### src/norm_check_config.svh
// Sizes for ML-DSA-87 vectors only; word layout assumes 4 lanes of 24 bits and depth of 2**NC_ADDR_W
`ifndef NORM_CHECK_CONFIG_SVH
`define NORM_CHECK_CONFIG_SVH

// Polynomial geometry
`define NC_N            256
`define NC_L            7
`define NC_K            8
`define NC_Q            8380417

// Memory word layout
`define NC_COEFF_W      24
`define NC_LANES        4
`define NC_WORD_W       96
`define NC_MEM_DEPTH    1024
`define NC_ADDR_W       10

// Bounds per mode: gamma1-beta, gamma2-beta, gamma2
`define NC_Z_BOUND      524168
`define NC_R0_BOUND     261768
`define NC_CT0_BOUND    261888

// AXI4-Lite port
`define NC_AXI_ADDR_W   14
`define NC_AXI_DATA_W   32

`endif
### src/norm_check_pkg.sv
// Types shared by the norm check blocks; struct widths follow the config header values
`default_nettype none

`include "norm_check_config.svh"

package norm_check_pkg;

    // Bound mode; last code selects no polynomials
    typedef enum logic [1:0] {
        z_bound   = 2'd0,
        r0_bound  = 2'd1,
        ct0_bound = 2'd2,
        zero_poly = 2'd3
    } chk_norm_mode_e;

    typedef enum logic [1:0] {
        CHK_IDLE,
        CHK_RD_MEM,
        CHK_DONE
    } chk_read_state_e;

    typedef enum logic [1:0] {
        RW_IDLE,
        RW_READ,
        RW_WRITE
    } rw_e;

    // One memory port request, a full word wide
    typedef struct packed {
        logic [`NC_ADDR_W-1:0] addr;
        rw_e                   rd_wr_en;
        logic [`NC_WORD_W-1:0] wdata;
    } mem_req_t;

    // Start command from the register block
    typedef struct packed {
        logic                  start;
        chk_norm_mode_e        mode;
        logic [`NC_ADDR_W-1:0] base;
    } nc_start_t;

    // Busy sits in bit 0 to match the STATUS layout
    typedef struct packed {
        logic invalid;
        logic done;
        logic busy;
    } nc_status_t;

    // Byte offsets on the AXI port
    localparam logic [`NC_AXI_ADDR_W-1:0] REG_CTRL   = 'h000;
    localparam logic [`NC_AXI_ADDR_W-1:0] REG_BASE   = 'h004;
    localparam logic [`NC_AXI_ADDR_W-1:0] REG_STATUS = 'h008;
    localparam logic [`NC_AXI_ADDR_W-1:0] WIN_BASE   = 'h1000;

endpackage

`default_nettype wire

### src/coeff_mem_arbiter.sv
// Two requesters only; rd_data is valid solely in the rd_valid cycle
`default_nettype none

`include "norm_check_config.svh"

module coeff_mem_arbiter (
    input  logic                     clk,
    input  logic                     reset_n,
    input  norm_check_pkg::mem_req_t ld_req,
    input  norm_check_pkg::mem_req_t chk_req,
    input  logic [`NC_WORD_W-1:0]    mem_rdata,
    output logic                     ld_gnt,
    output logic                     chk_gnt,
    output norm_check_pkg::mem_req_t mem_req,
    output logic [`NC_WORD_W-1:0]    rd_data,
    output logic                     rd_valid
);
    import norm_check_pkg::*;

    logic ld_act;
    logic chk_act;
    logic last_chk;

    assign ld_act  = (ld_req.rd_wr_en != RW_IDLE);
    assign chk_act = (chk_req.rd_wr_en != RW_IDLE);

    // Controller wins unless both want the port and it won last
    assign chk_gnt = chk_act && (!ld_act || !last_chk);
    assign ld_gnt  = ld_act && !chk_gnt;

    always_comb begin
        mem_req = '0;
        if (chk_gnt) begin
            mem_req = chk_req;
        end else if (ld_gnt) begin
            mem_req = ld_req;
        end
    end

    always_ff @(posedge clk or negedge reset_n) begin
        if (!reset_n) begin
            // Loader counts as last winner so the controller goes first
            last_chk <= 1'b0;
            rd_valid <= 1'b0;
        end else begin
            if (chk_gnt || ld_gnt) begin
                last_chk <= chk_gnt;
            end
            // Memory read data lands one cycle after the granted read
            rd_valid <= (mem_req.rd_wr_en == RW_READ);
        end
    end

    assign rd_data = mem_rdata;

endmodule

`default_nettype wire

### config.mk
export PLATFORM = sky130hd
export DESIGN_NAME = coeff_mem_arbiter
export DESIGN_NICKNAME = d
export VERILOG_FILES = /design/src/norm_check_pkg.sv /design/src/coeff_mem_arbiter.sv
export VERILOG_INCLUDE_DIRS = /design/src
export SDC_FILE = /design/constraint.sdc
export NUM_CORES = 1
export LEC_CHECK = 0
export BUFFER_PORTS_ARGS = -buffer_cell sky130_fd_sc_hd__buf_2
export CAP_MARGIN = 20
export CORE_AREA = 2 2 203 205
export CTS_BUF_LIST = sky130_fd_sc_hd__clkbuf_2
export DETAILED_ROUTE_END_ITERATION = 10
export DIE_AREA = 0 0 205 207
export SYNTH_ARGS = -nofsm -noshare
export SYNTH_HDL_FRONTEND = slang
export SYNTH_SLANG_ARGS = --single-unit
### constraint.sdc
create_clock -name clk -period 3.2 [get_ports clk]
set_input_delay 0.32 -clock clk [delete_from_list [all_inputs] [get_ports clk]]
set_output_delay 0.32 -clock clk [all_outputs]
set_load 0.005 [all_outputs]
After elaboration in Yosys (flattened, before gate mapping)
Index checks and enable logic that the tools add are counted.

word-level totals
  flip-flop bits (word level) = 2
  input bits = 314

operators by class
  eq/ne operators = 1
  muxes and demuxes = 2
  reduce and logical (&&, ||, !) cells = 9

operator list
  kind                                           number
  two-way mux 108 bit                            2
  nonzero test 2 bit                             2
  logical NOT 1 bit                              3
  == test 2 x 1 -> 1 bit, second input constant  1
  logical AND 1 bit                              2
  logical OR 1 bit                               2

Depth between registers and ports, before layout
  word-level depth = 9
  mapped depth = 6
  mapped depth without buffers = 3

Worst setup path before layout
Ideal clock, no wire load.

  path kind = register to output
  start = register last_chk
  end = output mem_req[66] (netlist bit)
  arrival time = 1.164 ns
  required time = 2.880 ns
  slack = 1.716 ns
  stages on the path, launching flop included = 6
  cells stage by stage = dfrtp_1 o22a_1 buf_2 buf_6 buf_6 a22o_1

RTL lines
  item                    line                     source
  start, declared         coeff_mem_arbiter.sv:22  logic last_chk;
  start signal, assigned  coeff_mem_arbiter.sv:47  last_chk <= chk_gnt;
  end, declared           coeff_mem_arbiter.sv:14  output norm_check_pkg::mem_req_t mem_req,

==> results.py <==
metrics = {
    "run_status": {
        "outcome": "complete, no violations",
    },
    "synthesis": {
        "ys_types": 16,
        "avgSynthCellArea_um2": 8.00,
        "syn-num-nets": 559,
        "ys_ff_latch": 2,
        "ys_seq_area_share_pct": 2.55,
        "syn_area_um2": 1960,
        "yosys_warnings": 0,
        "synth_top_area_share_pct": 47.4,
        "yosysTopAreaCell": "a22o_1",
        "synthCells": 245,
        "netlist_top_cells_area": "a22o_1, buf_4, buf_2",
    },
    "die": {
        "initial_core_util_pct": 4.85,
        "die-area_um2": 42400,
        "pin_count": 521,
        "core_area_um2": 40400,
        "rows": 74,
        "die_y_um": 207,
        "fp.dieW_um": 205,
    },
    "drt": {
        "drcViolationCount": 0,
        "wirelength_mm": 12.9,
        "dr.pass1.iters": 4,
        "drtIter0Drc": 84,
        "ant_nets": 0,
        "wl_per_cell_um": 13.0,
        "viasPerCell": 2.88,
        "vias": 2863,
    },
    "place": {
        "place_hpwl_mm": 11.1,
        "gp_congestion": 0.731,
        "place_ws_ns": 1.04,
        "placement.io_buffers": 328,
    },
    "sta": {
        "setup_slack_ns": 0.966,
        "period_share_pct": 69.8,
        "hold_viol_final": 0,
        "whs_ns": 0.405,
        "rsz0062_at_grt": "no",
        "slew_violations": 0,
        "min_period_ns": 2.23,
        "skew_ns": 0.00150,
        "max_freq_mhz": 448,
        "setup_tns_ns": 0,
        "slew_headroom_pct": 50.5,
        "tightestPinTransition_ns": 0.743,
        "finalSetupViolations": 0,
    },
    "global_routing": {
        "grt_pass1_vias": 2600,
        "gr-usage-all-layers_pct": 5.29,
        "grt_max_degree": 68,
        "grt-ovfl-total": 0,
        "antenna_found_initial": 4,
        "grt_pass1_wl_mm": 16.5,
    },
    "clock_tree": {
        "root_buffer": "clkbuf_2",
        "postCtsSetupBuffers": 0,
        "h-tree-depth": 1,
        "cts.clk_slew.worst_paths_ns": 0.03,
        "ctsResizeCount": 0,
        "cts_made_buffers": 3,
        "clkLatencyLatePin_ns": 0.20,
        "cts_tree": "yes",
        "clock-sinks": 2,
        "cts_buffer_depth": 2,
    },
    "layout": {
        "drive_above_1_share_pct": 73.1,
        "area_delta_synth_final_pct": 76.8,
        "layout_commonest_cell": "buf_2",
        "final_cell_mix": "buf_2, a22o_1, nor2_1",
        "nets": 777,
    },
    "critical_path": {
        "worstPathArrival_ns": 1.91,
        "ff2ff_setup_slack_ns": 1.77,
        "crit_buf_inv": 2,
        "cp_cell_sequence": "o21a_1 -> nor2_4 -> buf_4 -> a22o_1 -> buf_2",
        "setup.worst_path.end_class": "output pin",
        "cp.required_ns": 2.88,
        "cp_top_family": "buffers and inverters",
        "critPathMaxStageDelay_ns": 0.52,
        "criticalPathCategory": "reg2out",
        "crit_path_top_delay_cell": "buf_4",
        "crit_fanout": 67,
        "cp-start-kind": "register",
    },
    "min_path": {
        "hold_path.class": "in2reg",
    },
    "power_and_ir_drop": {
        "p_leak_nw": 1.86,
        "ir_drop_mv": 0.109,
        "power_density_nw_per_um2": 228,
    },
    "job": {
        "maxCapViolations": 0,
    },
}
-- cell type report --
| cell class | count | area (um^2) |
|---|---|---|
| fill | 4723 | 36900 |
| sequential | 2 | 50.0 |
| antenna | 2 | 5.00 |
| multi-input combinational | 124 | 1040 |
| timing repair buffer | 332 | 1690 |
| tap | 532 | 666 |
| clock buffer | 3 | 15.0 |
-- final timing paths --
kind,startpoint,cells after the start,end
max,last_chk,5,mem_req[64]
min,ld_req[97],2,rd_valid
max reg2reg,last_chk,4,last_chk
min reg2reg,last_chk,1,last_chk
max in group asynchronous,reset_n,2,rd_valid
min in group asynchronous,reset_n,2,last_chk
-- where the power goes --
part           internal (W)  leakage (nW)   total, W  switching [W]
registers         0.0000288        0.0239  0.0000331     0.00000431
logic              0.000381          1.82   0.000715       0.000334
clock network     0.0000249        0.0125  0.0000408      0.0000159
total              0.000434          1.86   0.000789       0.000354
-- logic make-up after synthesis --
family,share of synthesized area [%]
buf+inv,44.7
simple gates,3.00
compound gates,49.7
flops,2.55
-- cells in the mapped netlist, drive strengths merged --
cell type	number
nor2b	2
o22a	1
o21bai	1
nor2	6
a21o	1
buf	119
nand2b	1
a22o	106
nand2	2
a21oi	3
o21a	1
dfrtp	2
-- layer usage --
| metal | global-route usage, % | part of all wire (%) | up-vias |
|---|---|---|---|
| met1 | 5.28 | 35 | 1259 |
| met3 | 1.49 | 12 | 60 |
| met5 | 0 | 0 | - |
| met4 | 2.43 | 4.4 | 0 |
| met2 | 9.98 | 49 | 273 |
| li1 | - | - | 1271 |
-- metrics by stage --
step           power [W]  instances  cell area (um^2)  util (%)
2_1_floorplan   0.000484        245              1960         -
3_3_place_gp    0.000740        989              3430      8.51
3_5_place_dp    0.000753        989              3430      8.51
4_1_cts         0.000801        993              3460      8.57
5_1_grt         0.000871        994              3460      8.58
6_report        0.000789        995              3460      8.58
-- sequential cells by signal (all words and copies together) (netlist names) --
signal and count:
last_chk 1, rd_valid 1
-- timing repair --
item,in CTS,in global routing
hold buffers,1,0
endpoints found under the hold margin,2,0
setup endpoints to repair,0,0
Power figures use the tool's default switching activity.
