`src/norm_check_config.svh`:
```
// Sizes for ML-DSA-87 vectors only; word layout assumes 4 lanes of 24 bits and depth of 2**NC_ADDR_W
`ifndef NORM_CHECK_CONFIG_SVH
`define NORM_CHECK_CONFIG_SVH

// Polynomial geometry
`define NC_N            256
`define NC_L            7
`define NC_K            8
`define NC_Q            8380417

// Memory word layout
`define NC_COEFF_W      24
`define NC_LANES        4
`define NC_WORD_W       96
`define NC_MEM_DEPTH    1024
`define NC_ADDR_W       10

// Bounds per mode: gamma1-beta, gamma2-beta, gamma2
`define NC_Z_BOUND      524168
`define NC_R0_BOUND     261768
`define NC_CT0_BOUND    261888

// AXI4-Lite port
`define NC_AXI_ADDR_W   14
`define NC_AXI_DATA_W   32

`endif
```
`src/norm_check_pkg.sv`:
```
// Types shared by the norm check blocks; struct widths follow the config header values
`default_nettype none

`include "norm_check_config.svh"

package norm_check_pkg;

    // Bound mode; last code selects no polynomials
    typedef enum logic [1:0] {
        z_bound   = 2'd0,
        r0_bound  = 2'd1,
        ct0_bound = 2'd2,
        zero_poly = 2'd3
    } chk_norm_mode_e;

    typedef enum logic [1:0] {
        CHK_IDLE,
        CHK_RD_MEM,
        CHK_DONE
    } chk_read_state_e;

    typedef enum logic [1:0] {
        RW_IDLE,
        RW_READ,
        RW_WRITE
    } rw_e;

    // One memory port request, a full word wide
    typedef struct packed {
        logic [`NC_ADDR_W-1:0] addr;
        rw_e                   rd_wr_en;
        logic [`NC_WORD_W-1:0] wdata;
    } mem_req_t;

    // Start command from the register block
    typedef struct packed {
        logic                  start;
        chk_norm_mode_e        mode;
        logic [`NC_ADDR_W-1:0] base;
    } nc_start_t;

    // Busy sits in bit 0 to match the STATUS layout
    typedef struct packed {
        logic invalid;
        logic done;
        logic busy;
    } nc_status_t;

    // Byte offsets on the AXI port
    localparam logic [`NC_AXI_ADDR_W-1:0] REG_CTRL   = 'h000;
    localparam logic [`NC_AXI_ADDR_W-1:0] REG_BASE   = 'h004;
    localparam logic [`NC_AXI_ADDR_W-1:0] REG_STATUS = 'h008;
    localparam logic [`NC_AXI_ADDR_W-1:0] WIN_BASE   = 'h1000;

endpackage

`default_nettype wire

```
`src/norm_check_ctrl.sv`:
```
// Vector must sit in contiguous words from base; a new start is only taken in idle
`default_nettype none

`include "norm_check_config.svh"

module norm_check_ctrl (
    input  logic                           clk,
    input  logic                           reset_n,
    input  logic                           zeroize,
    input  norm_check_pkg::nc_start_t      start,
    input  logic                           chk_gnt,
    output norm_check_pkg::mem_req_t       chk_req,
    output norm_check_pkg::chk_norm_mode_e mode,
    output logic                           busy,
    output logic                           done_pulse
);
    import norm_check_pkg::*;

    localparam int WORDS_PER_POLY = `NC_N / `NC_LANES;

    chk_read_state_e       state;
    chk_read_state_e       state_nxt;
    logic [`NC_ADDR_W-1:0] base_q;
    logic [`NC_ADDR_W-1:0] offset;
    logic                  last_word;

    // Words in the vector for a mode
    function automatic int vector_words(input chk_norm_mode_e m);
        case (m)
            z_bound:   return `NC_L * WORDS_PER_POLY;
            r0_bound:  return `NC_K * WORDS_PER_POLY;
            ct0_bound: return `NC_K * WORDS_PER_POLY;
            default:   return 0;
        endcase
    endfunction

    assign last_word = (int'(offset) == vector_words(mode) - 1);

    always_comb begin
        state_nxt = state;
        case (state)
            CHK_IDLE: begin
                // Empty vector goes straight to done
                if (start.start) begin
                    state_nxt = (vector_words(start.mode) == 0) ? CHK_DONE : CHK_RD_MEM;
                end
            end
            CHK_RD_MEM: begin
                if (chk_gnt && last_word) begin
                    state_nxt = CHK_DONE;
                end
            end
            CHK_DONE: state_nxt = CHK_IDLE;
            default:  state_nxt = CHK_IDLE;
        endcase
    end

    always_ff @(posedge clk or negedge reset_n) begin
        if (!reset_n) begin
            state  <= CHK_IDLE;
            mode   <= z_bound;
            base_q <= '0;
            offset <= '0;
        end else if (zeroize) begin
            state  <= CHK_IDLE;
            offset <= '0;
        end else begin
            state <= state_nxt;
            if (state == CHK_IDLE && start.start) begin
                mode   <= start.mode;
                base_q <= start.base;
                offset <= '0;
            end else if (state == CHK_RD_MEM && chk_gnt) begin
                // Advance only when the arbiter took this address
                offset <= last_word ? '0 : offset + 1'b1;
            end
        end
    end

    // Request held steady until granted
    always_comb begin
        chk_req.addr     = base_q + offset;
        chk_req.rd_wr_en = (state == CHK_RD_MEM) ? RW_READ : RW_IDLE;
        chk_req.wdata    = '0;
    end

    assign busy       = (state == CHK_RD_MEM);
    assign done_pulse = (state == CHK_DONE);

endmodule

`default_nettype wire

```
`config.mk`:
```
export PLATFORM = sky130hd
export DESIGN_NAME = norm_check_ctrl
export DESIGN_NICKNAME = d
export VERILOG_FILES = /design/src/norm_check_pkg.sv /design/src/norm_check_ctrl.sv
export VERILOG_INCLUDE_DIRS = /design/src
export SDC_FILE = /design/constraint.sdc
export NUM_CORES = 1
export LEC_CHECK = 0
export ABC_CLOCK_PERIOD_IN_PS = 2200
export BUFFER_PORTS_ARGS = -buffer_cell sky130_fd_sc_hd__buf_4
export CAP_MARGIN = 20
export CORE_MARGIN = 3
export CORE_UTILIZATION = 45
export DETAILED_ROUTE_END_ITERATION = 7
export PLACE_DENSITY = 0.9
export SLEW_MARGIN = 20
export SYNTH_ARGS = -nofsm -noshare
export SYNTH_HDL_FRONTEND = slang
export SYNTH_SLANG_ARGS = --single-unit
export TNS_END_PERCENT = 20
```
`constraint.sdc`:
```
create_clock -name clk -period 2.2 [get_ports clk]
set_clock_uncertainty 0.05 [all_clocks]
set_input_delay 0.22 -clock clk [delete_from_list [all_inputs] [get_ports clk]]
set_output_delay 0.22 -clock clk [all_outputs]
set_load 0.02 [all_outputs]
```
Word-level counts from Yosys, hierarchy flattened. Cells that the tools add are included.

Muxes and demuxes: 14. Reduce and logical (&&, ||, !) cells: 12. Bitwise logic cells: 1. Multipliers: 0. Shift operators: 0. Equality and inequality tests: 9. Div/mod/pow operators: 0. $add $sub $neg: 3. Order comparisons: 0.

Operators by type and width (number): 2-to-1 mux 32 bit (2); 2-to-1 mux 10 bit (4); case mux 10 bit (2 select lines) (2); == test 11 x 32 -> 1 bit (1); logical NOT 32 bit (1); subtractor 32 x 2 -> 32 bit, second input constant (1); adder 10 x 1 -> 10 bit, second input constant (1); adder 10 bit (1); 2-to-1 mux 2 bit (4); == test 2 x 1 -> 1 bit, second input constant (3); == test 2 bit, second input constant (3); logical NOT 2 bit (3); case mux 2 bit (2 select lines) (1); AND reduction 2 bit (2); OR reduction 2 bit (2); logical AND 1 bit (3); != test 3 x 2 -> 1 bit, second input constant (1); != test 3 bit, second input constant (1); nonzero test 3 bit (1); 2-to-1 mux 1 bit (1); inverter 1 bit (1).

Bits of input ports: 17. Bits in registers: 24. Output and inout bits: 112. Memories: 0. Memory bits (read-only): 0. Bits in writable memories: 0. Bits in latches: 0.

Longest topological paths before layout.
Depth after elaboration: 10. Mapped depth: 6. Depth with buffers taken out: 6.

Worst setup path before layout. No wires, ideal clock.

Kind: reg-to-output. Start: reg offset[4]. End: out chk_req[107] (netlist name). Data required time: 1930 ps. Data arrival time: 2061 ps. Slack: -131 ps. Stages on the path, launching flop included: 6. Cell sequence: dfrtp_1 -> ha_1 -> and3_1 -> a2111oi_2 -> nor3_1 -> nor3_1.

RTL lines: start: declaration (RTL line norm_check_ctrl.sv:24) `` logic [`NC_ADDR_W-1:0] offset; ``; start signal: assignment (RTL line norm_check_ctrl.sv:75) `offset <= last_word ? '0 : offset + 1'b1;`; end: declaration (RTL line norm_check_ctrl.sv:12) `output norm_check_pkg::mem_req_t chk_req,`.

==> run_results.csv <==
group,metric,value,unit
status,outcome,"complete, but fails checks",
status,violations,"setup timing",
floorplan,fp.dieW,77.3,microns
setup_path,worst_ep_arrival_time,2.14,ns
sta,fin_crit,2.41,ns
drt,drtIter0Drc,71,
grt,antenna_found_initial,0,
synth,yosys_warnings,0,
place,dp_cells,356,
synth,syn_area,0.00229,sq mm
floorplan,row_count,25,
synth,synth_area_leaders,"buf_4 (32%), dfrtp_1 (26%), mux2_2 (6.4%)",
floorplan,initial_core_util,0.475,
sta,worstMarginPinSlew,0.517,ns
synth,yosysTopAreaCellShare,0.322,
sta,setup_viol,5,
setup_path,cp_slowest_cell,"a2111oi_4",
synth,synth-edff-count,0,
layout,syn_to_final_growth,7.82,%
synth,yosys.area.top_type,"buf_4",
floorplan,die-height,77.3,microns
setup_path,critPathLaunch,"offset[1]",
setup_path,critPathKind,"reg2out",
drt,viasPerCell,4.56,
grt,grt_max_degree,25,
place,io_buffer_count,31,
clock_tree,cts_buffer_depth,2,
clock_tree,clk_root_buffer_cell,"clkbuf_8",
setup_path,max_stage_delay,0.47,ns
place,hpwlAfterDp,3.57,mm
setup_path,critical_path.max_fanout,3,
sta,setup_ws,-0.206,ns
grt,gr-total-overflow,0,
power,p_leak,1.28,nW
setup_path,crit_path_end,"chk_req[107]",
setup_path,cp.buffers_inverters,1,
layout,drive_gt1_frac,0.261,
sta,max_slew_margin,0.651,
hold_path,hold_depth,2,
floorplan,die-area,0.00597,sq mm
power,p_per_area,601,mW/mm^2
clock_tree,clk_pin_slew,0.08,ns
setup_path,worstPathRequired,1.93,ns
drt,num_vias,1652,
setup_path,path_cells,"ha_1 > a21o_1 > a2111oi_4 > o211a_1 > nor3_2 > buf_4",
synth,synth-seq-cells,24,
layout,fin_cells,362,
setup_path,rr_worst_depth,6,
sta,fin_setup_tns,-0.735,ns
power,p_total,1.48,mW
setup_path,cp.depth,6,
place,place_area,0.00233,sq mm
grt,track_usage,0.141,
sta,whs,0.137,ns
place,place_ws,-0.0533,ns
layout,fin_util,0.512,
sta,slew_viol_final,0,
synth,syn_area_per_cell,9.26,sq um
synth,synth-seq-area-share,0.263,
sta,post-route-period-util,1.09,
clock_tree,cts_max_level,1,
synth,synth.distinct_cells,43,
setup_path,setup.worst_path.start_class,"register",
place,gp_congestion,0.842,
setup_path,r2r_setup_slack,0.14,ns
clock_tree,cts_made_buffers,3,
power,ir_drop,0.248,mV
clock_tree,cts_tree,"done",
clock_tree,clk_latency,0.26,ns
sta,finalHoldViolCount,0,
layout,fillers,445,
drt,wl,4.42,mm
floorplan,core-area,0.00482,sq mm
setup_path,reg2reg_from,"offset[1]",
setup_path,timing.rr.end,"offset[9]",
layout,final_nets,324,
layout,antenna_cells,0,
synth,synthArstFlopShare,1.00,
synth,synthFlopType,"dfrtp_1",
drt,wl_per_cell,12.2,microns
setup_path,timing.critical_path.max_delay_family,"compound AO/OA/AOI/OAI gates",
drt,drtPass1Iterations,4,
run,max-cap-violations,0,
synth,synthCells,247,
clock_tree,cts_num_sinks,24,
grt,grt_first_pass_wirelength,7.01,mm
sta,max_freq,0.416,GHz
grt,grt_pass1_vias,1486,
layout,design_area,0.00247,sq mm
floorplan,io_pins,129,
setup_path,end_kind,"primary output",
drt,drc_errors,0,
drt,antenna_left,0,
sta,rsz0062_at_grt,"true",
hold_path,hp-class,"in2reg",
==> synthesized netlist by cell type (2+ instances only) <==
cell type  count
a21o_1         3
a21oi_1        5
a22o_1         2
a22oi_1        6
and3_1         2
buf_4         98
dfrtp_1       24
ha_1          10
inv_1          3
mux2_2        13
nand2_1        9
nand3_1        8
nand4_1        2
nor2_1         4
nor2b_1        2
nor3_1         4
o211ai_1       2
o21ai_0        8
o21bai_1       3
or3_1          8
xnor2_1        4
xor2_1         6
==> area by class of cell <==
| class | count | area, sq um | area share |
|---|---|---|---|
| clock buffers | 4 | 55.1 | 0.0223 |
| inverters | 3 | 11.3 | 0.00457 |
| multi-input cells | 217 | 1360 | 0.551 |
| flip-flops and latches | 24 | 601 | 0.244 |
| well taps | 67 | 83.8 | 0.0340 |
| repair buffers | 47 | 355 | 0.144 |
==> cells by family after synthesis <==
group	Yosys count	share of synthesized area
AO/OA/AOI/OAI	38	0.120
XOR/XNOR	10	0.0383
adder cells (fa/ha/maj)	11	0.0635
buffers and inverters	102	0.329
flip-flops	24	0.263
multiplexers	14	0.0684
other	1	0.00164
AND/OR/NAND/NOR	47	0.117
==> worst min-delay path by stage <==
stage	startpoint	endpoint	slack, ns
5_1_grt	start[6]	base_q[6]	0.13
2_1_floorplan	reset_n	base_q[0]	-0.13
6_report	start[1]	base_q[1]	0.14
4_1_cts	start[1]	base_q[1]	0.14
3_3_place_gp	reset_n	state[0]	0.08
3_5_place_dp	reset_n	state[0]	0.09
==> cell usage in the layout (no fill, tap or decap), drive strengths merged, types with 2 or more instances in the layout <==
| cell | count |
|---|---|
| a21oi | 5 |
| nor2 | 4 |
| o211ai | 2 |
| a22oi | 6 |
| nand3 | 8 |
| dfrtp | 24 |
| nor2b | 2 |
| ha | 10 |
| conb | 97 |
| or3 | 8 |
| nand2 | 9 |
| nand4 | 2 |
| nor3 | 4 |
| and3 | 2 |
| xor2 | 6 |
| mux2 | 13 |
| inv | 3 |
| buf | 46 |
| clkbuf | 4 |
| a2111oi | 2 |
| a22o | 2 |
| xnor2 | 4 |
| o21ai | 8 |
| a21o | 3 |
| o21bai | 3 |
==> metal layers <==
metal,global-route usage,vias up,routed length [microns]
met5,0,-,0
met4,0.0267,0,24
met3,0.0235,4,355
met2,0.268,93,2440
met1,0.164,792,1600
li1,-,763,-
==> sequential cells by signal (all words and copies together), names as in the netlist <==
signal,count
offset,10
base_q,10
state,2
mode,2
==> power breakdown <==
group	switching [mW]	leakage, nW	internal, mW
Clock	0.133	0.0288	0.159
Sequential	0.0434	0.307	0.495
Combinational	0.407	0.942	0.244
==> timing repair <==
item                                    4_1_cts  5_1_grt
resized for setup                             6        4
buffers inserted                              0        1
hold buffers                                  1        0
hold endpoints to repair                     24        0
pin swaps                                     2        1
endpoints found under the setup margin        6        6
Power figures use the tool's default switching activity.
