[src/norm_check_config.svh]
// Sizes for ML-DSA-87 vectors only; word layout assumes 4 lanes of 24 bits and depth of 2**NC_ADDR_W
`ifndef NORM_CHECK_CONFIG_SVH
`define NORM_CHECK_CONFIG_SVH

// Polynomial geometry
`define NC_N            256
`define NC_L            7
`define NC_K            8
`define NC_Q            8380417

// Memory word layout
`define NC_COEFF_W      24
`define NC_LANES        4
`define NC_WORD_W       96
`define NC_MEM_DEPTH    1024
`define NC_ADDR_W       10

// Bounds per mode: gamma1-beta, gamma2-beta, gamma2
`define NC_Z_BOUND      524168
`define NC_R0_BOUND     261768
`define NC_CT0_BOUND    261888

// AXI4-Lite port
`define NC_AXI_ADDR_W   14
`define NC_AXI_DATA_W   32

`endif
[src/norm_check_pkg.sv]
// Types shared by the norm check blocks; struct widths follow the config header values
`default_nettype none

`include "norm_check_config.svh"

package norm_check_pkg;

    // Bound mode; last code selects no polynomials
    typedef enum logic [1:0] {
        z_bound   = 2'd0,
        r0_bound  = 2'd1,
        ct0_bound = 2'd2,
        zero_poly = 2'd3
    } chk_norm_mode_e;

    typedef enum logic [1:0] {
        CHK_IDLE,
        CHK_RD_MEM,
        CHK_DONE
    } chk_read_state_e;

    typedef enum logic [1:0] {
        RW_IDLE,
        RW_READ,
        RW_WRITE
    } rw_e;

    // One memory port request, a full word wide
    typedef struct packed {
        logic [`NC_ADDR_W-1:0] addr;
        rw_e                   rd_wr_en;
        logic [`NC_WORD_W-1:0] wdata;
    } mem_req_t;

    // Start command from the register block
    typedef struct packed {
        logic                  start;
        chk_norm_mode_e        mode;
        logic [`NC_ADDR_W-1:0] base;
    } nc_start_t;

    // Busy sits in bit 0 to match the STATUS layout
    typedef struct packed {
        logic invalid;
        logic done;
        logic busy;
    } nc_status_t;

    // Byte offsets on the AXI port
    localparam logic [`NC_AXI_ADDR_W-1:0] REG_CTRL   = 'h000;
    localparam logic [`NC_AXI_ADDR_W-1:0] REG_BASE   = 'h004;
    localparam logic [`NC_AXI_ADDR_W-1:0] REG_STATUS = 'h008;
    localparam logic [`NC_AXI_ADDR_W-1:0] WIN_BASE   = 'h1000;

endpackage

`default_nettype wire

[src/norm_axil_regs.sv]
// One transaction per channel; window is write-only, lanes 0-2 must precede lane 3 of a word
`default_nettype none

`include "norm_check_config.svh"

module norm_axil_regs (
    input  logic                           clk,
    input  logic                           reset_n,
    input  logic [`NC_AXI_ADDR_W-1:0]      awaddr,
    input  logic                           awvalid,
    output logic                           awready,
    input  logic [`NC_AXI_DATA_W-1:0]      wdata,
    input  logic [`NC_AXI_DATA_W/8-1:0]    wstrb,
    input  logic                           wvalid,
    output logic                           wready,
    output logic [1:0]                     bresp,
    output logic                           bvalid,
    input  logic                           bready,
    input  logic [`NC_AXI_ADDR_W-1:0]      araddr,
    input  logic                           arvalid,
    output logic                           arready,
    output logic [`NC_AXI_DATA_W-1:0]      rdata,
    output logic [1:0]                     rresp,
    output logic                           rvalid,
    input  logic                           rready,
    output norm_check_pkg::mem_req_t       ld_req,
    input  logic                           ld_gnt,
    output norm_check_pkg::nc_start_t      start,
    output logic                           zeroize,
    input  logic                           busy,
    input  logic                           result_valid,
    input  logic                           invalid
);
    import norm_check_pkg::*;

    localparam int DATA_W    = `NC_AXI_DATA_W;
    localparam int CW        = `NC_COEFF_W;
    localparam int LANE_W    = $clog2(`NC_LANES);
    localparam int LAST_LANE = `NC_LANES - 1;

    logic [CW-1:0]             stage [LAST_LANE];
    logic [`NC_ADDR_W-1:0]     base_q;
    nc_status_t                status_q;
    logic [`NC_AXI_ADDR_W-1:0] win_off;
    logic [LANE_W-1:0]         lane;
    logic                      win_hit;
    logic                      ld_pend;
    logic                      wr_accept;
    logic                      wr_do;
    logic                      ctrl_wr;
    logic                      start_ok;
    logic                      issue_word;

    // Window decode
    assign win_hit = (awaddr >= WIN_BASE);
    assign win_off = awaddr - WIN_BASE;
    assign lane    = win_off[LANE_W+1:2];

    // AW and W taken together, none while a response or word write is open
    assign ld_pend   = (ld_req.rd_wr_en != RW_IDLE);
    assign wr_accept = awvalid && wvalid && !bvalid && !ld_pend;
    assign awready   = wr_accept;
    assign wready    = wr_accept;
    // Writes with no strobes are answered but change nothing
    assign wr_do     = wr_accept && (|wstrb);
    assign ctrl_wr   = wr_do && (awaddr == REG_CTRL);
    assign start_ok  = ctrl_wr && wdata[0] && !wdata[3] && !status_q.busy && !busy;
    assign issue_word = wr_do && win_hit && (lane == LANE_W'(LAST_LANE));

    assign bresp = 2'b00;
    assign rresp = 2'b00;

    // Staging for the low lanes of a word
    always_ff @(posedge clk) begin
        if (wr_do && win_hit && lane != LANE_W'(LAST_LANE)) begin
            stage[lane] <= wdata[CW-1:0];
        end
    end

    always_ff @(posedge clk or negedge reset_n) begin
        if (!reset_n) begin
            ld_req   <= '0;
            bvalid   <= 1'b0;
            base_q   <= '0;
            status_q <= '0;
            start    <= '0;
            zeroize  <= 1'b0;
        end else begin
            start.start <= start_ok;
            zeroize     <= ctrl_wr && wdata[3];
            if (start_ok) begin
                start.mode <= chk_norm_mode_e'(wdata[2:1]);
                start.base <= base_q;
            end
            if (wr_do && awaddr == REG_BASE) begin
                base_q <= wdata[`NC_ADDR_W-1:0];
            end

            // Write response
            if (bvalid && bready) begin
                bvalid <= 1'b0;
            end
            if (wr_accept && !issue_word) begin
                bvalid <= 1'b1;
            end

            // Lane 3 completes the word, response waits for the grant
            if (issue_word) begin
                ld_req.addr     <= win_off[`NC_ADDR_W+3:4];
                ld_req.rd_wr_en <= RW_WRITE;
                for (int i = 0; i < LAST_LANE; i++) begin
                    ld_req.wdata[i*CW +: CW] <= stage[i];
                end
                ld_req.wdata[LAST_LANE*CW +: CW] <= wdata[CW-1:0];
            end
            if (ld_pend && ld_gnt) begin
                ld_req.rd_wr_en <= RW_IDLE;
                bvalid          <= 1'b1;
            end

            // Sticky status, done held until the next start
            if (start_ok) begin
                status_q <= '{invalid: 1'b0, done: 1'b0, busy: 1'b1};
            end else if (zeroize) begin
                status_q <= '0;
            end else if (result_valid) begin
                status_q <= '{invalid: invalid, done: 1'b1, busy: 1'b0};
            end
        end
    end

    // Read channel, data returned the cycle after arvalid
    assign arready = arvalid && !rvalid;

    always_ff @(posedge clk or negedge reset_n) begin
        if (!reset_n) begin
            rvalid <= 1'b0;
            rdata  <= '0;
        end else begin
            if (rvalid && rready) begin
                rvalid <= 1'b0;
            end
            if (arready) begin
                rvalid <= 1'b1;
                case (araddr)
                    REG_BASE:   rdata <= DATA_W'(base_q);
                    REG_STATUS: rdata <= DATA_W'(status_q);
                    // CTRL and the window read as zero
                    default:    rdata <= '0;
                endcase
            end
        end
    end

endmodule

`default_nettype wire

[config.mk]
export PLATFORM = sky130hd
export DESIGN_NAME = norm_axil_regs
export DESIGN_NICKNAME = d
export VERILOG_FILES = /design/src/norm_check_pkg.sv /design/src/norm_axil_regs.sv
export VERILOG_INCLUDE_DIRS = /design/src
export SDC_FILE = /design/constraint.sdc
export NUM_CORES = 1
export LEC_CHECK = 0
export ABC_AREA = 0
export BUFFER_PORTS_ARGS = -buffer_cell sky130_fd_sc_hd__buf_2
export CAP_MARGIN = 20
export CORE_MARGIN = 8
export CORE_UTILIZATION = 48
export CTS_BUF_LIST = sky130_fd_sc_hd__clkbuf_2
export CTS_CLUSTER_SIZE = 10
export DETAILED_ROUTE_END_ITERATION = 10
export PLACE_DENSITY_LB_ADDON = 0.08
export SYNTH_ARGS = -nofsm -noshare
export SYNTH_HDL_FRONTEND = slang
export SYNTH_SLANG_ARGS = --single-unit
[constraint.sdc]
create_clock -name clk -period 5.9 [get_ports clk]
set_clock_uncertainty 0.05 [all_clocks]
set_input_delay 0.885 -clock clk [delete_from_list [all_inputs] [get_ports clk]]
set_output_delay 0.885 -clock clk [all_outputs]
set_load 0.01 [all_outputs]
# == Word level (Yosys, flattened, before mapping) ==
# Memories as Yosys holds them, arrays and structs flattened.
# Cells that the tools add are included.
# op_classes
n_addsub,1
multipliers,0
div,0
magnitude_cmp,1
n_eq_ne,5
shift,0
mux,13
bitwise_logic,0
n_reduce_logical,33
# ops
operator,n
$mux W98,1
$eq A14 B3 Y1 const B,2
$pmux W10 S2,1
$logic_and A1 B1 Y1,19
$eq A14 B4 Y1 const B,1
$ge A14 B13 Y1 const B,1
$logic_not A14 Y1,1
$sub A14 B13 Y14 const B,1
$mux W3,3
$logic_not A1 Y1,7
$mux W1,7
$reduce_bool A2 Y1,3
$reduce_bool A3 Y1,2
$reduce_or A4 Y1,1
$eq A2 B2 Y1 const B,1
$mux W2,1
$ne A2 B2 Y1 const B,1
# word_totals
register_bits,169
latchBits,0
ram_bits,72
mem_bits_ro,0
in_bits,75
output_inout_bits,163
word_cells,68
memories,1
# memory_table
memory,depth,word_bits,read_ports,rd_ports_with_merged_regs,write_ports,line,text
stage,3,24,3,0,1,norm_axil_regs.sv:41,logic [CW-1:0] stage [LAST_LANE];

# == Longest topological paths before layout ==
# depth
depth_word,10
ltp_mapped,8

# == Worst setup path before layout ==
# Ideal clock, no wire load.
# synth_timing
path_type,input to register
start,input awvalid
end,"memory stage[1][0] (netlist bit), enable pin"
setup_time_ns,0.475
arrival_ns,3.903
required_ns,5.375
setup_slack_ns,1.472
stages,3
n_path_buf,0
cell_sequence,and4bb_2 nand2_2 nor4b_1
# synth_between
elab_chain_len,8
# synth_rtl
item,line,text
from (decl),norm_axil_regs.sv:10,"input logic awvalid,"
$logic_and A1 B1 Y1 (3 in a row),norm_axil_regs.sv:61,assign wr_accept = awvalid && wvalid && !bvalid && !ld_pend;
$logic_and A1 B1 Y1,norm_axil_regs.sv:65,assign wr_do = wr_accept && (|wstrb);
$logic_and A1 B1 Y1 (2 in a row),norm_axil_regs.sv:75,if (wr_do && win_hit && lane != LANE_W'(LAST_LANE)) begin
$mux W1,norm_axil_regs.sv:75,
$mux W1 (not written as such),norm_axil_regs.sv:76,stage[lane] <= wdata[CW-1:0];
to (decl),norm_axil_regs.sv:41,
# Every way passes these cells.

# == Worst setup path in the final report ==
# layout_timing
start,register rvalid
end,output arready
# layout_between
elab_chain_len,2
# layout_rtl
item,line,text
from (decl),norm_axil_regs.sv:24,"output logic rvalid,"
from (signal assigned),norm_axil_regs.sv:137,rvalid <= 1'b0;
from (signal assigned),norm_axil_regs.sv:141,rvalid <= 1'b0;
from (signal assigned),norm_axil_regs.sv:144,rvalid <= 1'b1;
$logic_not A1 Y1,norm_axil_regs.sv:133,assign arready = arvalid && !rvalid;
$logic_and A1 B1 Y1,norm_axil_regs.sv:133,
to (decl),norm_axil_regs.sv:21,"output logic arready,"
# Every way passes these cells.

==> metrics.txt <==
# TYPE chip_impl_metric gauge
chip_impl_metric{name="die_x",unit="um"} 145.7
chip_impl_info{name="tritoncts",value="built"} 1
chip_impl_metric{name="synth.yosys.warnings",unit=""} 0
chip_impl_info{name="cp_cell_sequence",value="inv_1 > nand2_1 > inv_1 > buf_2"} 1
chip_impl_metric{name="nets_finish",unit=""} 777
chip_impl_metric{name="critPathMaxFanout",unit=""} 12
chip_impl_metric{name="die_height",unit="um"} 145.7
chip_impl_info{name="clock_tree.root_cell",value="clkbuf_2"} 1
chip_impl_info{name="grt-busiest-layer",value="met2"} 1
chip_impl_metric{name="pre_cts_slack",unit="ns"} 2.636
chip_impl_metric{name="ctsResizeCount",unit=""} 0
chip_impl_metric{name="setup_viol",unit=""} 0
chip_impl_metric{name="setup_tns",unit="ns"} 0
chip_impl_info{name="crit_type",value="flop to primary output"} 1
chip_impl_metric{name="dpl.hpwl",unit="um"} 11640
chip_impl_info{name="outcome",value="completed"} 1
chip_impl_metric{name="gpl.final_weighted_congestion",unit=""} 0.7347
chip_impl_metric{name="cts.htree.levels",unit=""} 2
chip_impl_info{name="setup.worst_path.end_class",value="primary output"} 1
chip_impl_metric{name="ir_worst_vdd",unit="mV"} 0.1668
chip_impl_metric{name="post_synth.cell_area_avg",unit="sq um"} 17.89
chip_impl_metric{name="clk_pin_slew",unit="ns"} 0.12
chip_impl_metric{name="p_per_area",unit="nW/um^2"} 367.1
chip_impl_metric{name="hold_violations",unit=""} 0
chip_impl_metric{name="combined_global_route_utilization_of_all_metal_layers",unit="%"} 16.50
chip_impl_metric{name="boundaryPins",unit=""} 238
chip_impl_metric{name="pin_count_of_the_biggest_net_entering_global_routing",unit=""} 93
chip_impl_metric{name="drv.max_cap_violation_count",unit=""} 0
chip_impl_metric{name="worst_slew_margin_rel",unit="%"} 43.56
chip_impl_metric{name="vias",unit=""} 4632
chip_impl_metric{name="cts_post_setup_buffers_inserted",unit=""} 0
chip_impl_metric{name="placement_rows",unit=""} 47
chip_impl_metric{name="cp_data_arrival_time",unit="ns"} 1.75
chip_impl_metric{name="met3_usage",unit="%"} 7.494
chip_impl_metric{name="synth.ff_latch_count",unit=""} 218
chip_impl_metric{name="drt_pass1_iterations",unit=""} 4
chip_impl_metric{name="ctsHoldBuffers",unit=""} 0
chip_impl_metric{name="synth.distinct_cells",unit=""} 35
chip_impl_metric{name="synth_area",unit="sq um"} 8069
chip_impl_metric{name="overflow_after_grt",unit=""} 0
chip_impl_metric{name="worst-endpoint-required",unit="ns"} 4.97
chip_impl_metric{name="antenna_found_initial",unit=""} 0
chip_impl_metric{name="port_buffers",unit=""} 202
chip_impl_metric{name="numCtsBuffers",unit=""} 54
chip_impl_metric{name="routedWlPerCell",unit="um"} 18.08
chip_impl_metric{name="drtAntennaViolNets",unit=""} 0
chip_impl_metric{name="final_cell_count_no_fill",unit=""} 962
chip_impl_metric{name="drc_errors",unit=""} 0
chip_impl_metric{name="fill_cells",unit=""} 1394
chip_impl_metric{name="finalCritPeriodShare",unit="%"} 45.56
chip_impl_info{name="synth_ff_type",value="dfrtp_1"} 1
chip_impl_metric{name="n_antenna_cell",unit=""} 0
chip_impl_metric{name="syn_to_final_growth",unit="%"} 20.14
chip_impl_info{name="timing.critical_path.from_type",value="flop"} 1
chip_impl_metric{name="synthArstFlopShare",unit="%"} 66.97
chip_impl_metric{name="core_area",unit="sq um"} 16520
chip_impl_metric{name="drt_first_iter_violations",unit=""} 122
chip_impl_metric{name="drt-vias-per-instance",unit=""} 4.815
chip_impl_metric{name="start_util",unit="%"} 48.83
chip_impl_metric{name="synth_seq_area_share",unit="%"} 72.07
chip_impl_info{name="path_type_of_the_worst_min_delay_path",value="input pin to asynchronous set/reset pin"} 1
chip_impl_info{name="crit_slowest_cell",value="dfrtp_1"} 1
chip_impl_metric{name="worst_path_largest_cell_delay",unit="ns"} 0.41
chip_impl_metric{name="synth_edf_count",unit=""} 72
chip_impl_metric{name="use_met2",unit="%"} 26.45
chip_impl_info{name="grt_setup_unrepaired",value="false"} 1
chip_impl_metric{name="first_global_vias",unit=""} 5279
chip_impl_metric{name="clock-sinks",unit=""} 218
chip_impl_metric{name="seq_area",unit="sq um"} 5816
chip_impl_metric{name="maximum_buffer_depth_of_the_clock_tree",unit=""} 3
chip_impl_metric{name="grt_first_pass_wirelength",unit="um"} 28070
chip_impl_metric{name="synthCells",unit=""} 451
chip_impl_metric{name="placedCellCount",unit=""} 864
chip_impl_metric{name="fin_crit",unit="ns"} 2.688
chip_impl_metric{name="p_leak",unit="nW"} 4.711
chip_impl_metric{name="final_layout_size_suffix_gt1_share",unit="%"} 59.57
chip_impl_metric{name="maxSlewViolCount",unit=""} 0
chip_impl_metric{name="drt-total-wl",unit="um"} 17390
chip_impl_metric{name="tightest_slew",unit="ns"} 0.8466
chip_impl_metric{name="insertion_delay",unit="ns"} 0.73
chip_impl_metric{name="grt_util_met1",unit="%"} 19.65
chip_impl_metric{name="dieArea",unit="sq um"} 21220
chip_impl_metric{name="postLayoutSetupSlackWorst",unit="ns"} 3.212
chip_impl_info{name="worst_path_most_repeated_cell",value="inv_1"} 1
chip_impl_metric{name="maxClockFrequency",unit="MHz"} 372.1
chip_impl_metric{name="multi_input_area",unit="sq um"} 2006
==> metrics by stage <==
stage               utilization, %  hold slack (ns)  total power, W  instance area, sq um
floorplan                        -           0.4053        0.002287                  8167
global route                 58.67           0.1310        0.003789                  9694
global placement             55.68           0.4067        0.002622                  9201
finish                       58.67           0.1623        0.003559                  9694
CTS                          58.67           0.1108        0.003636                  9694
detailed placement           55.73           0.4146        0.002650                  9209
==> cell usage after synthesis, types with 2 or more instances <==
cell type	number	area [sq um]
buf_2	3	15.01
o21ai_0	5	25.02
nor4b_1	3	26.28
nor4_1	4	25.02
nor3b_1	2	15.01
inv_1	6	22.52
mux2_4	7	105.1
buf_6	9	101.4
a221o_1	4	40.04
a22o_1	7	61.31
nor3_1	4	20.02
ha_1	2	25.02
nand4_1	2	12.51
nor2b_1	2	12.51
buf_4	30	225.2
dfrtp_1	146	3654
mux2_2	118	1329
nand2_1	4	15.01
nor2_1	4	15.01
edfxtp_1	72	2162
and2_1	3	18.77
==> report_power, final <==
group          switching [W]  internal (W)  total [W]
clock               0.000562      0.000401   0.000963
sequential          0.000111       0.00180    0.00191
combinational       0.000352      0.000337   0.000689
total                0.00102       0.00253    0.00356
==> sequential cells by signal, indices dropped and copies added (netlist names) <==
name      flops
rdata        10
status_q      3
ld_req      107
base_q       10
bvalid        1
zeroize       1
rvalid        1
stage        72
start        13
==> cells in the final DEF, fill, tap and decap left out, types with 2 or more instances in the layout <==
cell	count
nor3b_2	2
buf_4	7
clkinv_2	2
edfxtp_1	72
clkbuf_2	92
nor2b_1	2
o21ai_0	5
dfrtp_1	146
nor4_1	4
nand2_1	4
and2_1	3
mux2_4	7
inv_1	6
a22o_1	7
nor2_1	4
clkinv_1	4
nor4b_2	2
ha_1	2
a221o_1	4
conb_1	27
nand4_1	2
mux2_2	118
buf_2	201
nor3_1	3
==> path summary, 6_finish.rpt <==
kind / from / endpoint / slack (ns) / cells after the start
min in group clk: rready / rvalid$_DFFE_PN0P_ / 0.24 / 2
hold / removal: reset_n / ld_req[66]$_DFFE_PN0P_ / 0.16 / 1
setup reg to reg: ld_req[97]$_DFFE_PN0P_ / ld_req[86]$_DFFE_PN0P_ / 3.46 / 4
hold reg to reg: stage[0][16]$_DFFE_PP_ / ld_req[16]$_DFFE_PN0P_ / 0.42 / 1
max in group asynchronous: reset_n / ld_req[17]$_DFFE_PN0P_ / 4.33 / 2
setup / recovery: rvalid$_DFFE_PN0P_ / arready / 3.21 / 4
==> worst max-delay path: cells and delay by family (launching register included) <==
kind | cells | cell delay [ns]
flip-flops | 1 | 0.41
buffers and inverters | 3 | 0.31
AND/OR/NAND/NOR | 1 | 0.27
==> kinds of logic after synthesis <==
kind of cell / Yosys count / synth area share, %
adders and majority gates: 2 / 0.3101
buffers and inverters: 49 / 4.559
AOI/OAI and AO/OA: 17 / 1.675
muxes: 126 / 17.89
and+or+nand+nor: 38 / 3.442
DFF: 218 / 72.07
other: 1 / 0.04647
==> metal layers <==
metal	up-vias	wire length [um]
li1	2125	-
met1	2308	7337
met2	181	8355
met3	18	1516
met4	0	184
met5	-	0
==> cell type report <==
cell class                      instances  area share, %
Timing Repair Buffer                  210          11.24
Clock buffer                           92          4.750
Sequential cell                       218          59.99
Inverter                                6         0.2323
Multi-Input combinational cell        210          20.69
Clock inverter                          6         0.2581
Tap cell                              220          2.839
Power figures use the tool's default switching activity.
